--- config.mk ---
export PLATFORM = sky130hd
export DESIGN_NAME = itim
export DESIGN_NICKNAME = d
export VERILOG_FILES = /design/src/common/itim_pkg.sv /design/src/itim/itim.sv /design/src/itim/itim_align.sv /design/src/itim/itim_ctrl.sv /design/src/itim/itim_lookup.sv /design/src/itim/itim_ram.sv
export SDC_FILE = /design/constraint.sdc
export NUM_CORES = 2
export LEC_CHECK = 0
export ABC_AREA = 1
export BUFFER_PORTS_ARGS = -buffer_cell sky130_fd_sc_hd__buf_2
export CAP_MARGIN = 20
export CELL_PAD_IN_SITES_DETAIL_PLACEMENT = 1
export CELL_PAD_IN_SITES_GLOBAL_PLACEMENT = 2
export CORE_ASPECT_RATIO = 0.8
export CORE_MARGIN = 2
export CORE_UTILIZATION = 47
export CTS_CLUSTER_SIZE = 40
export DETAILED_ROUTE_END_ITERATION = 7
export PLACE_DENSITY_LB_ADDON = 0.1
export SLEW_MARGIN = 20
export SYNTH_ARGS = -nofsm -noshare
export SYNTH_HDL_FRONTEND = slang
export SYNTH_SLANG_ARGS = --single-unit
--- constraint.sdc ---
create_clock -name clock -period 9 [get_ports clock]
set_clock_uncertainty 0.2 [all_clocks]
set_input_delay 0.9 -clock clock [delete_from_list [all_inputs] [get_ports clock]]
set_output_delay 0.9 -clock clock [all_outputs]
set_load 0.05 [all_outputs]
--- src/common/itim_pkg.sv ---
package itim_pkg;

  // ****************************************
  // vector types
  // ****************************************

  typedef logic [31:0] addr_t;  // byte address.
  typedef logic [31:0] word_t;  // instruction memory word.
  typedef logic [15:0] half_t;  // half of a fetch parcel.

  // ****************************************
  // controller states
  // ****************************************

  // hit waits for a request, miss states fill a bank,
  // load states fetch outside the window without storing.
  typedef enum logic [2:0] {
    st_hit,
    st_miss1,
    st_miss2,
    st_load1,
    st_load2,
    st_fence
  } itim_state_t;

  // two low bits of a halfword that starts a 32-bit instruction.
  localparam logic [1:0] full_len_code = 2'b11;

endpackage

--- src/itim/itim.sv ---
`timescale 1ns/1ps

module itim #(
  parameter int itim_depth = 16,
  parameter int itim_width = 4,
  parameter itim_pkg::addr_t itim_base = 32'h0000_0000,
  parameter itim_pkg::addr_t itim_top = 32'h0000_1000
) (
  input  logic            clock,
  input  logic            reset,
  input  logic            req_valid,
  input  itim_pkg::addr_t req_addr,
  input  logic            req_fence,
  output logic            resp_ready,
  output itim_pkg::word_t resp_rdata,
  output logic            mem_valid,
  output itim_pkg::addr_t mem_addr,
  input  logic            mem_ready,
  input  itim_pkg::word_t mem_rdata
);

  localparam int index_w = $clog2(itim_depth);
  localparam int offset_w = $clog2(itim_width);
  localparam int tag_w = 30 - index_w - offset_w;
  localparam int entry_w = 1 + tag_w + 32;  // lock, tag, data.

  logic [itim_width-1:0][index_w-1:0] read_index;
  logic [itim_width-1:0][entry_w-1:0] read_entry;
  logic [itim_width-1:0]              write_en;
  logic [index_w-1:0]                 write_index;
  logic [entry_w-1:0]                 write_entry;
  logic                               req_active;
  logic                               fence_req;
  itim_pkg::addr_t                    addr1;
  itim_pkg::addr_t                    addr2;
  logic                               odd_half;
  logic                               hit1;
  logic                               hit2;
  logic                               in_window1;
  logic                               in_window2;
  itim_pkg::word_t                    data1;
  itim_pkg::word_t                    data2;
  itim_pkg::word_t                    low_word;
  itim_pkg::word_t                    high_word;
  itim_pkg::word_t                    parcel;
  logic                               parcel_full;

  // ****************************************
  // one bank per word of a line
  // ****************************************

  for (genvar i = 0; i < itim_width; i++) begin : g_bank
    itim_ram #(
      .itim_depth(itim_depth),
      .entry_w(entry_w)
    ) ram0 (
      .clock(clock),
      .write_en(write_en[i]),
      .write_index(write_index),
      .write_entry(write_entry),
      .read_index(read_index[i]),
      .read_entry(read_entry[i])
    );
  end

  itim_lookup #(
    .itim_depth(itim_depth),
    .itim_width(itim_width),
    .itim_base(itim_base),
    .itim_top(itim_top)
  ) lookup0 (
    .clock(clock),
    .reset(reset),
    .req_valid(req_valid),
    .req_addr(req_addr),
    .req_fence(req_fence),
    .read_index(read_index),
    .read_entry(read_entry),
    .req_active(req_active),
    .fence_req(fence_req),
    .addr1(addr1),
    .addr2(addr2),
    .odd_half(odd_half),
    .hit1(hit1),
    .hit2(hit2),
    .in_window1(in_window1),
    .in_window2(in_window2),
    .data1(data1),
    .data2(data2)
  );

  itim_align align0 (
    .low_word(low_word),
    .high_word(high_word),
    .odd_half(odd_half),
    .parcel(parcel),
    .parcel_full(parcel_full)
  );

  itim_ctrl #(
    .itim_depth(itim_depth),
    .itim_width(itim_width)
  ) ctrl0 (
    .clock(clock),
    .reset(reset),
    .req_active(req_active),
    .fence_req(fence_req),
    .addr1(addr1),
    .addr2(addr2),
    .odd_half(odd_half),
    .hit1(hit1),
    .hit2(hit2),
    .in_window1(in_window1),
    .in_window2(in_window2),
    .data1(data1),
    .data2(data2),
    .mem_valid(mem_valid),
    .mem_addr(mem_addr),
    .mem_ready(mem_ready),
    .mem_rdata(mem_rdata),
    .low_word(low_word),
    .high_word(high_word),
    .parcel(parcel),
    .parcel_full(parcel_full),
    .write_en(write_en),
    .write_index(write_index),
    .write_entry(write_entry),
    .resp_ready(resp_ready),
    .resp_rdata(resp_rdata)
  );

endmodule

--- src/itim/itim_align.sv ---
`timescale 1ns/1ps

module itim_align (
  input  itim_pkg::word_t low_word,
  input  itim_pkg::word_t high_word,
  input  logic            odd_half,
  output itim_pkg::word_t parcel,
  output logic            parcel_full
);

  itim_pkg::half_t low_half;
  itim_pkg::half_t high_half;

  // a halfword fetch starts in the upper half of the first word.
  assign low_half = odd_half ? low_word[31:16] : low_word[15:0];

  assign parcel_full = (low_half[1:0] == itim_pkg::full_len_code);

  always_comb begin
    if (!odd_half) begin
      high_half = low_word[31:16];
    end else if (parcel_full) begin
      high_half = high_word[15:0];  // rest of a 32-bit instruction.
    end else begin
      high_half = '0;  // compressed, nothing follows.
    end
  end

  assign parcel = {high_half, low_half};

endmodule

--- src/itim/itim_ctrl.sv ---
`timescale 1ns/1ps

module itim_ctrl #(
  parameter int itim_depth = 16,
  parameter int itim_width = 4,
  localparam int index_w = $clog2(itim_depth),
  localparam int offset_w = $clog2(itim_width),
  localparam int tag_w = 30 - index_w - offset_w,
  localparam int entry_w = 1 + tag_w + 32
) (
  input  logic                  clock,
  input  logic                  reset,
  input  logic                  req_active,
  input  logic                  fence_req,
  input  itim_pkg::addr_t       addr1,
  input  itim_pkg::addr_t       addr2,
  input  logic                  odd_half,
  input  logic                  hit1,
  input  logic                  hit2,
  input  logic                  in_window1,
  input  logic                  in_window2,
  input  itim_pkg::word_t       data1,
  input  itim_pkg::word_t       data2,
  output logic                  mem_valid,
  output itim_pkg::addr_t       mem_addr,
  input  logic                  mem_ready,
  input  itim_pkg::word_t       mem_rdata,
  output itim_pkg::word_t       low_word,
  output itim_pkg::word_t       high_word,
  input  itim_pkg::word_t       parcel,
  input  logic                  parcel_full,
  output logic [itim_width-1:0] write_en,
  output logic [index_w-1:0]    write_index,
  output logic [entry_w-1:0]    write_entry,
  output logic                  resp_ready,
  output itim_pkg::word_t       resp_rdata
);

  itim_pkg::itim_state_t state;
  itim_pkg::itim_state_t state_next;
  logic [index_w-1:0]    fence_index;
  logic [index_w-1:0]    fence_next;
  itim_pkg::word_t       word1_q;
  logic                  fetch_second;
  logic                  need_second;
  logic                  word2_ok;

  // ****************************************
  // parcel sources
  // ****************************************

  assign need_second = odd_half && parcel_full;
  assign word2_ok = in_window2 && hit2;

  always_comb begin
    case (state)
      itim_pkg::st_hit: low_word = data1;
      itim_pkg::st_miss1, itim_pkg::st_load1: low_word = mem_rdata;
      default: low_word = word1_q;  // first word held while word 2 is fetched.
    endcase
  end

  assign high_word = (state == itim_pkg::st_miss2 || state == itim_pkg::st_load2) ?
                     mem_rdata : data2;

  assign mem_addr = fetch_second ? addr2 : addr1;

  // ****************************************
  // state machine
  // ****************************************

  always_comb begin
    state_next = state;
    fence_next = fence_index;
    mem_valid = 1'b0;
    fetch_second = 1'b0;
    write_en = '0;
    write_index = addr1[offset_w+index_w+1 -: index_w];
    write_entry = {1'b1, addr1[31 -: tag_w], mem_rdata};
    resp_ready = 1'b0;
    resp_rdata = '0;
    case (state)
      itim_pkg::st_hit: begin
        if (req_active) begin
          if (fence_req) begin
            state_next = itim_pkg::st_fence;
            fence_next = '0;
          end else if (!in_window1) begin
            mem_valid = 1'b1;
            state_next = itim_pkg::st_load1;
          end else if (!hit1) begin
            mem_valid = 1'b1;
            state_next = itim_pkg::st_miss1;
          end else if (need_second && !word2_ok) begin
            mem_valid = 1'b1;
            fetch_second = 1'b1;
            state_next = in_window2 ? itim_pkg::st_miss2 : itim_pkg::st_load2;
          end else begin
            resp_ready = 1'b1;
            resp_rdata = parcel;
          end
        end
      end
      itim_pkg::st_miss1, itim_pkg::st_load1: begin
        if (mem_ready) begin
          if (state == itim_pkg::st_miss1) begin
            write_en[addr1[offset_w+1:2]] = 1'b1;  // fill word 1.
          end
          if (need_second && !word2_ok) begin
            mem_valid = 1'b1;
            fetch_second = 1'b1;
            state_next = in_window2 ? itim_pkg::st_miss2 : itim_pkg::st_load2;
          end else begin
            resp_ready = 1'b1;
            resp_rdata = parcel;
            state_next = itim_pkg::st_hit;
          end
        end
      end
      itim_pkg::st_miss2, itim_pkg::st_load2: begin
        fetch_second = 1'b1;
        write_index = addr2[offset_w+index_w+1 -: index_w];
        write_entry = {1'b1, addr2[31 -: tag_w], mem_rdata};
        if (mem_ready) begin
          if (state == itim_pkg::st_miss2) begin
            write_en[addr2[offset_w+1:2]] = 1'b1;
          end
          resp_ready = 1'b1;
          resp_rdata = parcel;
          state_next = itim_pkg::st_hit;
        end
      end
      itim_pkg::st_fence: begin
        write_en = '1;  // clear the line in every bank.
        write_index = fence_index;
        write_entry = '0;
        if (&fence_index) begin
          resp_ready = 1'b1;
          state_next = itim_pkg::st_hit;
        end else begin
          fence_next = fence_index + 1'b1;
        end
      end
      default: begin
        state_next = itim_pkg::st_hit;
      end
    endcase
  end

  always_ff @(posedge clock) begin
    if (!reset) begin
      state <= itim_pkg::st_hit;
      fence_index <= '0;
    end else begin
      state <= state_next;
      fence_index <= fence_next;
    end
  end

  always_ff @(posedge clock) begin
    if (state == itim_pkg::st_hit || mem_ready) begin
      word1_q <= low_word;
    end
  end

  // a memory reply only arrives while a request is in flight.
  mem_reply_waits: assert property (@(posedge clock) disable iff (!reset)
    mem_ready |-> !(state inside {itim_pkg::st_hit, itim_pkg::st_fence}))
    else $error("itim_ctrl: memory reply outside a wait state");

  resp_ready_pulse: assert property (@(posedge clock) disable iff (!reset)
    resp_ready |=> !resp_ready)
    else $error("itim_ctrl: resp_ready held for two cycles");

endmodule

--- src/itim/itim_lookup.sv ---
`timescale 1ns/1ps

module itim_lookup #(
  parameter int itim_depth = 16,
  parameter int itim_width = 4,
  parameter itim_pkg::addr_t itim_base = 32'h0000_0000,
  parameter itim_pkg::addr_t itim_top = 32'h0000_1000,
  localparam int index_w = $clog2(itim_depth),
  localparam int offset_w = $clog2(itim_width),
  localparam int tag_w = 30 - index_w - offset_w,
  localparam int entry_w = 1 + tag_w + 32
) (
  input  logic                                 clock,
  input  logic                                 reset,
  input  logic                                 req_valid,
  input  itim_pkg::addr_t                      req_addr,
  input  logic                                 req_fence,
  output logic [itim_width-1:0][index_w-1:0]   read_index,
  input  logic [itim_width-1:0][entry_w-1:0]   read_entry,
  output logic                                 req_active,
  output logic                                 fence_req,
  output itim_pkg::addr_t                      addr1,
  output itim_pkg::addr_t                      addr2,
  output logic                                 odd_half,
  output logic                                 hit1,
  output logic                                 hit2,
  output logic                                 in_window1,
  output logic                                 in_window2,
  output itim_pkg::word_t                      data1,
  output itim_pkg::word_t                      data2
);

  itim_pkg::addr_t    next1;
  itim_pkg::addr_t    next2;
  itim_pkg::addr_t    cur1;
  itim_pkg::addr_t    cur2;
  logic [entry_w-1:0] entry1;
  logic [entry_w-1:0] entry2;

  assign next1 = {req_addr[31:2], 2'b00};
  assign next2 = next1 + 32'd4;  // following word, may cross a line.

  // between requests the held address keeps the bank outputs steady.
  assign cur1 = req_valid ? next1 : addr1;
  assign cur2 = req_valid ? next2 : addr2;

  always_comb begin
    for (int b = 0; b < itim_width; b++) begin
      if (cur2[offset_w+1:2] == offset_w'(b)) begin
        read_index[b] = cur2[offset_w+index_w+1 -: index_w];
      end else begin
        read_index[b] = cur1[offset_w+index_w+1 -: index_w];
      end
    end
  end

  always_ff @(posedge clock) begin
    if (!reset) begin
      req_active <= 1'b0;
      fence_req <= 1'b0;
    end else begin
      req_active <= req_valid;
      if (req_valid) begin
        fence_req <= req_fence;
      end
    end
  end

  always_ff @(posedge clock) begin
    if (req_valid) begin
      addr1 <= next1;
      addr2 <= next2;
      odd_half <= req_addr[1];
    end
  end

  // ****************************************
  // tag compare
  // ****************************************

  assign entry1 = read_entry[addr1[offset_w+1:2]];
  assign entry2 = read_entry[addr2[offset_w+1:2]];

  assign hit1 = entry1[entry_w-1] && (entry1[entry_w-2 -: tag_w] == addr1[31 -: tag_w]);
  assign hit2 = entry2[entry_w-1] && (entry2[entry_w-2 -: tag_w] == addr2[31 -: tag_w]);
  assign data1 = entry1[31:0];
  assign data2 = entry2[31:0];

  assign in_window1 = (addr1 >= itim_base) && (addr1 < itim_top);
  assign in_window2 = (addr2 >= itim_base) && (addr2 < itim_top);

endmodule

--- src/itim/itim_ram.sv ---
`timescale 1ns/1ps

module itim_ram #(
  parameter int itim_depth = 16,
  parameter int entry_w = 59,
  localparam int index_w = $clog2(itim_depth)
) (
  input  logic               clock,
  input  logic               write_en,
  input  logic [index_w-1:0] write_index,
  input  logic [entry_w-1:0] write_entry,
  input  logic [index_w-1:0] read_index,
  output logic [entry_w-1:0] read_entry
);

  // entry is {lock, tag, data}, all clear at start.
  logic [entry_w-1:0] ram_array [itim_depth] = '{default: '0};
  logic [index_w-1:0] read_index_q;

  always_ff @(posedge clock) begin
    read_index_q <= read_index;
    if (write_en) begin
      ram_array[write_index] <= write_entry;
    end
  end

  assign read_entry = ram_array[read_index_q];  // one cycle read.

  write_index_known: assert property (@(posedge clock) write_en |-> !$isunknown(write_index))
    else $error("itim_ram: write with unknown index");

endmodule

**Word level (Yosys, flattened, before mapping)**

Memories as Yosys holds them, arrays and structs flattened. A register that Yosys moved wholly into a read port is not among the register bits.
Cells that the tools add are included.

- Magnitude comparators: 8
- Multiplexer cells: 79
- Add/subtract/negate cells: 2
- Eq/ne operators: 18
- Reduce and logical (&&, ||, !) cells: 20

Operators by type and width:

| operator | number |
|---|---|
| 2-to-1 mux 32 bit | 8 |
| binary-select mux 57 bit (select 2 bit) | 2 |
| 2-to-1 mux 57 bit | 2 |
| case mux 57 bit (2 select lines) | 1 |
| case mux 32 bit (3 select lines) | 1 |
| >= comparator 32 x 1 -> 1 bit, second input constant | 2 |
| less-than comparator 32 x 13 -> 1 bit, second input constant | 2 |
| 2-to-1 mux 16 bit | 4 |
| case mux 32 bit (2 select lines) | 1 |
| == test 24 bit | 2 |
| 2-to-1 mux 4 bit | 11 |
| adder 32 x 3 -> 32 bit, second input constant | 1 |
| 2-to-1 mux 3 bit | 10 |
| 2-to-1 mux 1 bit | 28 |
| 2-to-1 mux 8 bit | 2 |
| case mux 4 bit (2 select lines) | 2 |
| case mux 3 bit (4 select lines) | 1 |
| case mux 4 bit (3 select lines) | 1 |
| != test 2 bit, second input constant | 5 |
| logical AND 1 bit | 9 |
| AND reduction 4 bit | 2 |
| == test 2 bit, second input constant | 3 |
| == test 3 x 2 -> 1 bit, second input constant | 2 |
| == test 3 bit, second input constant | 2 |
| 18 further kinds | 23 |

- Memories: 4
- Output and inout bits: 66
- Word-level logic and storage cells: 141
- Bits in writable memories: 3,648
- Flip-flop bits (word level): 104

Memories:

| memory | depth | width | rd ports | clocked after Yosys merged registers in | write ports | RTL line | source |
|---|---|---|---|---|---|---|---|
| g_bank[0].ram0.ram_array | 16 | 57 | 1 | 1 | 1 | itim_ram.sv:17 | `logic [entry_w-1:0] ram_array [itim_depth] = '{default: '0};` |
| g_bank[1].ram0.ram_array | 16 | 57 | 1 | 1 | 1 | itim_ram.sv:17 |  |
| g_bank[2].ram0.ram_array | 16 | 57 | 1 | 1 | 1 | itim_ram.sv:17 |  |
| g_bank[3].ram0.ram_array | 16 | 57 | 1 | 1 | 1 | itim_ram.sv:17 |  |

**Depth between registers and ports, before layout**

- Depth after elaboration: 14
- Depth in mapped cells: 27

**Hierarchy**

Synthesis repeated with hierarchy kept, for this count alone.

- Cells, all modules: 16,794
- Area, all modules: 168,949.5 µm²

By module, submodules not included:

| module | seq. area each (µm²) | cells each | times used | area an instance (µm²) |
|---|---|---|---|---|
| itim_ram | 27,466.3 | 3,700 | 4 | 39,339.0 |
| itim_lookup | 1,771.7 | 1,215 | 1 | 7,181.9 |
| itim_ctrl | 1,101.1 | 640 | 1 | 3,814.9 |
| itim_align | 0.0 | 139 | 1 | 596.8 |

**Worst setup path before layout**

No wires, ideal clock.

- Path kind: register to register
- Start: register ctrl0.state[1]
- End: memory g_bank[0].ram0.ram_array[12][0] (netlist bit) (enable)
- Data required time: 8.328 ns
- Arrival time: 4.623 ns
- Stages on the path, launching flop included: 14
- Setup time: 0.472 ns
- Path slack: 3.705 ns
- Path buffers: 0
- Cells stage by stage: dfxtp_1 -> nor2_1 -> nand2_1 -> nand2_2 -> clkinv_1 -> o21ai_1 -> inv_1 -> nor2_1 -> inv_1 -> o21ai_0 -> inv_1 -> nor2_1 -> nand2_1 -> nor2_1

- Word-level cells in the longest chain between the ends: 6

Ends and longest elaborated chain:

| item | RTL line | source |
|---|---|---|
| from (decl) | itim_ctrl.sv:39 | `itim_pkg::itim_state_t state;` |
| from (signal assigned) | itim_ctrl.sv:152 | `state <= itim_pkg::st_hit;` |
| from (signal assigned) | itim_ctrl.sv:155 | `state <= state_next;` |
| == test 3 x 2 -> 1 bit / == test 3 x 1 -> 1 bit (equally long branches) | itim_ctrl.sv:82, itim_ctrl.sv:125, itim_ctrl.sv:106 |  |
| 2-to-1 mux 4 bit (on tied branches) | itim_ctrl.sv:125, itim_ctrl.sv:106 |  |
| 2-to-1 mux 4 bit (on tied branches) | itim_ctrl.sv:124, itim_ctrl.sv:105 |  |
| case mux 4 bit (3 select lines) | itim_ctrl.sv:82 | `case (state)` |
| 2-to-1 mux 1 bit | itim_ram.sv:22 | `if (write_en) begin` |
| 2-to-1 mux 1 bit (implied by the code) | itim_ram.sv:23 | `ram_array[write_index] <= write_entry;` |
| to (decl) | itim_ram.sv:17 |  |

Several ways; a longest one is shown, not always the timed one.

==> results.md <==
- Buf/Inv on CP: 6
- Critical path peak fanout: between 150 and 200
- CTS sink cnt: around 3800
- Clock transition at path regs: approximately 0.06 ns
- Sequential Power Share: 0.443
- Sw Pwr: between 15 and 20 mW
- Post-synthesis xor/xnor area fraction: 0.00131
- Finished Core Util: 0.531
- Synth Instances: roughly 13000
- Crit path cell chain: buf_12 -> buf_4 -> o21ai_0 -> o22ai_1 -> nand2_1 -> nand3_1 -> nand2_1 -> o21ai_0 -> nor2_1 -> o21ai_1 -> inv_1 -> nor2_4 -> nand2_2 -> o21ai_0 -> inv_2 -> nand2_1 -> buf_4 -> nand2_1 -> nand2_1 -> buf_2
- CP max stage delay: approximately 0.84 ns
- Yosys cell types: 51
- Net Sw Frac: 0.341
- Row count: ~190
- Crit path time final: between 8 and 9 ns
- Total track usage: 0.334
- Ys Warns: 0
- Die Y: between 500 and 600 um
- Tightest Hold Check Type: primary input to flip-flop
- GP Congestion: 0.927
- Crit path DAT: about 7.2 ns
- Tcrit/Tclk final: 0.919
- Power per standard cell area: between 200 and 300 nW/um^2
- Antenna violations before repair: 40
- Die area: 333000 sq um
- Layout area overhead: 12.7%
- Worst-skew pair later-pin latency: roughly 0.97 ns
- Number of global-route vias before repair: between 100k and 150k
- Simple-gate portion of the synthesized area: 0.140
- Post-DP HPWL: between 300 and 400 mm
- FF/Latch Area: ~110000 sq um
- Unrepaired setup endpoints after global routing: no
- Adder-Cell Fraction of Synth Area: 0.000162
- Mux cell area share after synthesis: 0
- Port Buffers: 131
- Largest family of logic cells by synthesized area: simple AND/OR/NAND/NOR gates
- Starting density of the core: 0.472
- Max Clock Freq: approximately 120 MHz
- Combinational Power Share: 0.246
- Synth area leaders: edfxtp_1, nand2_1, o21ai_0
- CTS resizes: 0
- Root buffer cell: clkbuf_16
- Async SR Flop Fraction: 0
- Non-Filler Instances: ~18000
- Critical path type: flip-flop to output pin
- Post-synthesis sequential area ratio: 0.731
- Synth Flop Type: edfxtp_1
- Crit. End Element: output pin
- Core Box Area: between 300000 and 400000 sq um
- Layout filler cell count: 33039
- Die width: 645 um
- Final setup fails: 0
- Max IR drop VDD: ~0.2 mV
- Outcome: completed
- H-Tree Depth: 5
- Num ports: ~140
- Critical-path top delay cell: buf_4
- Area of the multi-input gates: 36900 sq um
- Routed WL: about 560 mm
- Largest net degree at the start of global routing: 194
- WHS Path Cells: 1
- Share of cells above drive strength 1: 0.0884
- Clk pwr share: 0.311
- CP Depth: 20
- Post-synth EDFFs: 3731
- Antenna Nets Post-Route: 0
- Syn Std Cell Area: roughly 150000 sq um
- Fin. max-slew vios: 0
- Power, Total: between 50 and 60 mW
- Leakage power: roughly 61 nW
- DR vias/cell: a little over 6
- DR DRC count: 0
- Slew headroom: 0.193
- DR pass1 iterations: 5
- CTS tree: done
- Iteration-0 DRC Markers: about 13000
- Flops & latches, synth: 3766
- Hold Vio Cnt, Final: 0
- CP Launch Type: flip-flop
- Nets@finish: around 13000
- Wire per inst: 31.9 um
- Commonest cells after routing, fill and taps aside: edfxtp_1, nand2_1, nor2_1
- Most common cell on crit path: nand2_1
- Cell family with most CP delay: buffers and inverters
- Via count: ~110k
- Longest Clk Path Bufs: 4
- Synth top area share: 0.726
- Worst Path Required: just under 8 ns
- Pint: between 30 and 40 mW
- First-pass GRT wire length: between 700 and 800 mm
- Area leader, netlist: edfxtp_1
- Sum Neg Setup Slack: 0 ns
- Global route overflow: 0
- Inst Count DP: around 17000
- Synth Area in Compound Gates: 0.0902
- MaxCap Viol Count: 0
- Reg2reg path depth: 15
- CTS Buf Count: 382
- Syn_area_per_cell: around 12 sq um
- Commonest non-fill, non-tap cell in the layout: edfxtp_1
- Worst Max-Slew Pin Slew: 1.21 ns
-- per-layer routing --
metal,up-vias,wire length [um],track usage,part of all wire
met4,0,27600,0.150,0.049
met2,4866,254000,0.521,0.45
met3,1054,49000,0.0565,0.087
met5,-,0,0,0
met1,56508,234000,0.464,0.42
li1,46467,-,-,-
-- cell families after synthesis --
group | count (synthesis)
AOI/OAI and AO/OA | 2413
buffers and inverters | 1403
adders and majority gates | 2
other | 1
and+or+nand+nor | 5387
xor gates and xnor gates | 23
DFF | 3766
-- flip-flops by register name (all words and copies together) (netlist names), named ones only --
register,flops
g_bank.ram0.ram_array,3648
ctrl0.word1_q,32
lookup0.addr1,30
lookup0.addr2,30
ctrl0.fence_index,4
ctrl0.state,3
lookup0.fence_req,1
lookup0.odd_half,1
lookup0.req_active,1
-- path summary, 6_finish.rpt --
path	start	to	slack, ns
max	flip-flop	mem_addr[6]	0.73
min	req_addr[18]	lookup0.addr1[18]	0.06
max reg2reg	ctrl0.state[0]	g_bank[0].ram0.ram_array[5][48]	2.74
min reg2reg	lookup0.fence_req	lookup0.fence_req	0.33
-- what timing repair did --
action                    CTS  global route
hold endpoints to repair   29             0
hold buffers               25             0
buffers inserted            0             0
-- Yosys cell counts (2+ instances only) --
library cell	number
clkbuf_1	484
nor3_1	20
edfxtp_1	3731
a22oi_1	22
a41o_1	2
ha_1	2
o211ai_1	162
o21bai_1	4
nor4_1	14
inv_1	550
nor2_1	1800
or2_1	4
a211oi_1	2
o221ai_1	190
or2_2	13
o2111ai_1	2
o21ai_1	42
buf_4	35
buf_1	35
nand3_1	931
a32o_1	4
o32ai_1	2
buf_2	270
a21oi_1	116
xor2_1	15
a41oi_1	6
clkinv_1	7
a221oi_1	2
dfxtp_1	35
a21oi_2	3
buf_6	12
inv_4	2
a31oi_1	3
o22ai_1	427
xnor2_1	8
nand2_2	3
nand4_1	25
a31o_2	3
inv_2	8
nand2_1	2570
o21ai_0	1415
nand3b_1	3
nor2_2	3
-- area by class of cell --
type,count,share of cell area
inverters,567,0.0128
well taps,4370,0.0314
clock buffers,484,0.0585
clock inverters,196,0.0103
repair buffers,495,0.0256
flip-flops and latches,3766,0.649
diodes,26,0.000374
multi-input cells,7827,0.212
-- per-stage QoR --
step	hold slack, ns	instance area [sq um]	worst slack, ns
6_report	0.0615	174000	0.732
5_1_grt	0.0206	174000	0.578
4_1_cts	0.000532	174000	0.874
3_5_place_dp	0.309	161000	1.98
3_3_place_gp	0.289	161000	2.01
2_1_floorplan	0.267	154000	3.70
-- power by group through the flow --
stage | Sequential [mW] | Combinational, mW | Clock [mW]
6_report | 22.4 | 12.4 | 15.7
5_1_grt | 22.4 | 13.0 | 16.4
4_1_cts | 22.4 | 12.1 | 15.8
3_5_place_dp | 22.7 | 12.1 | 0
3_3_place_gp | 22.7 | 11.6 | 0
2_1_floorplan | 22.8 | 6.42 | 0
No activity file was read; power rests on OpenSTA's default activity.
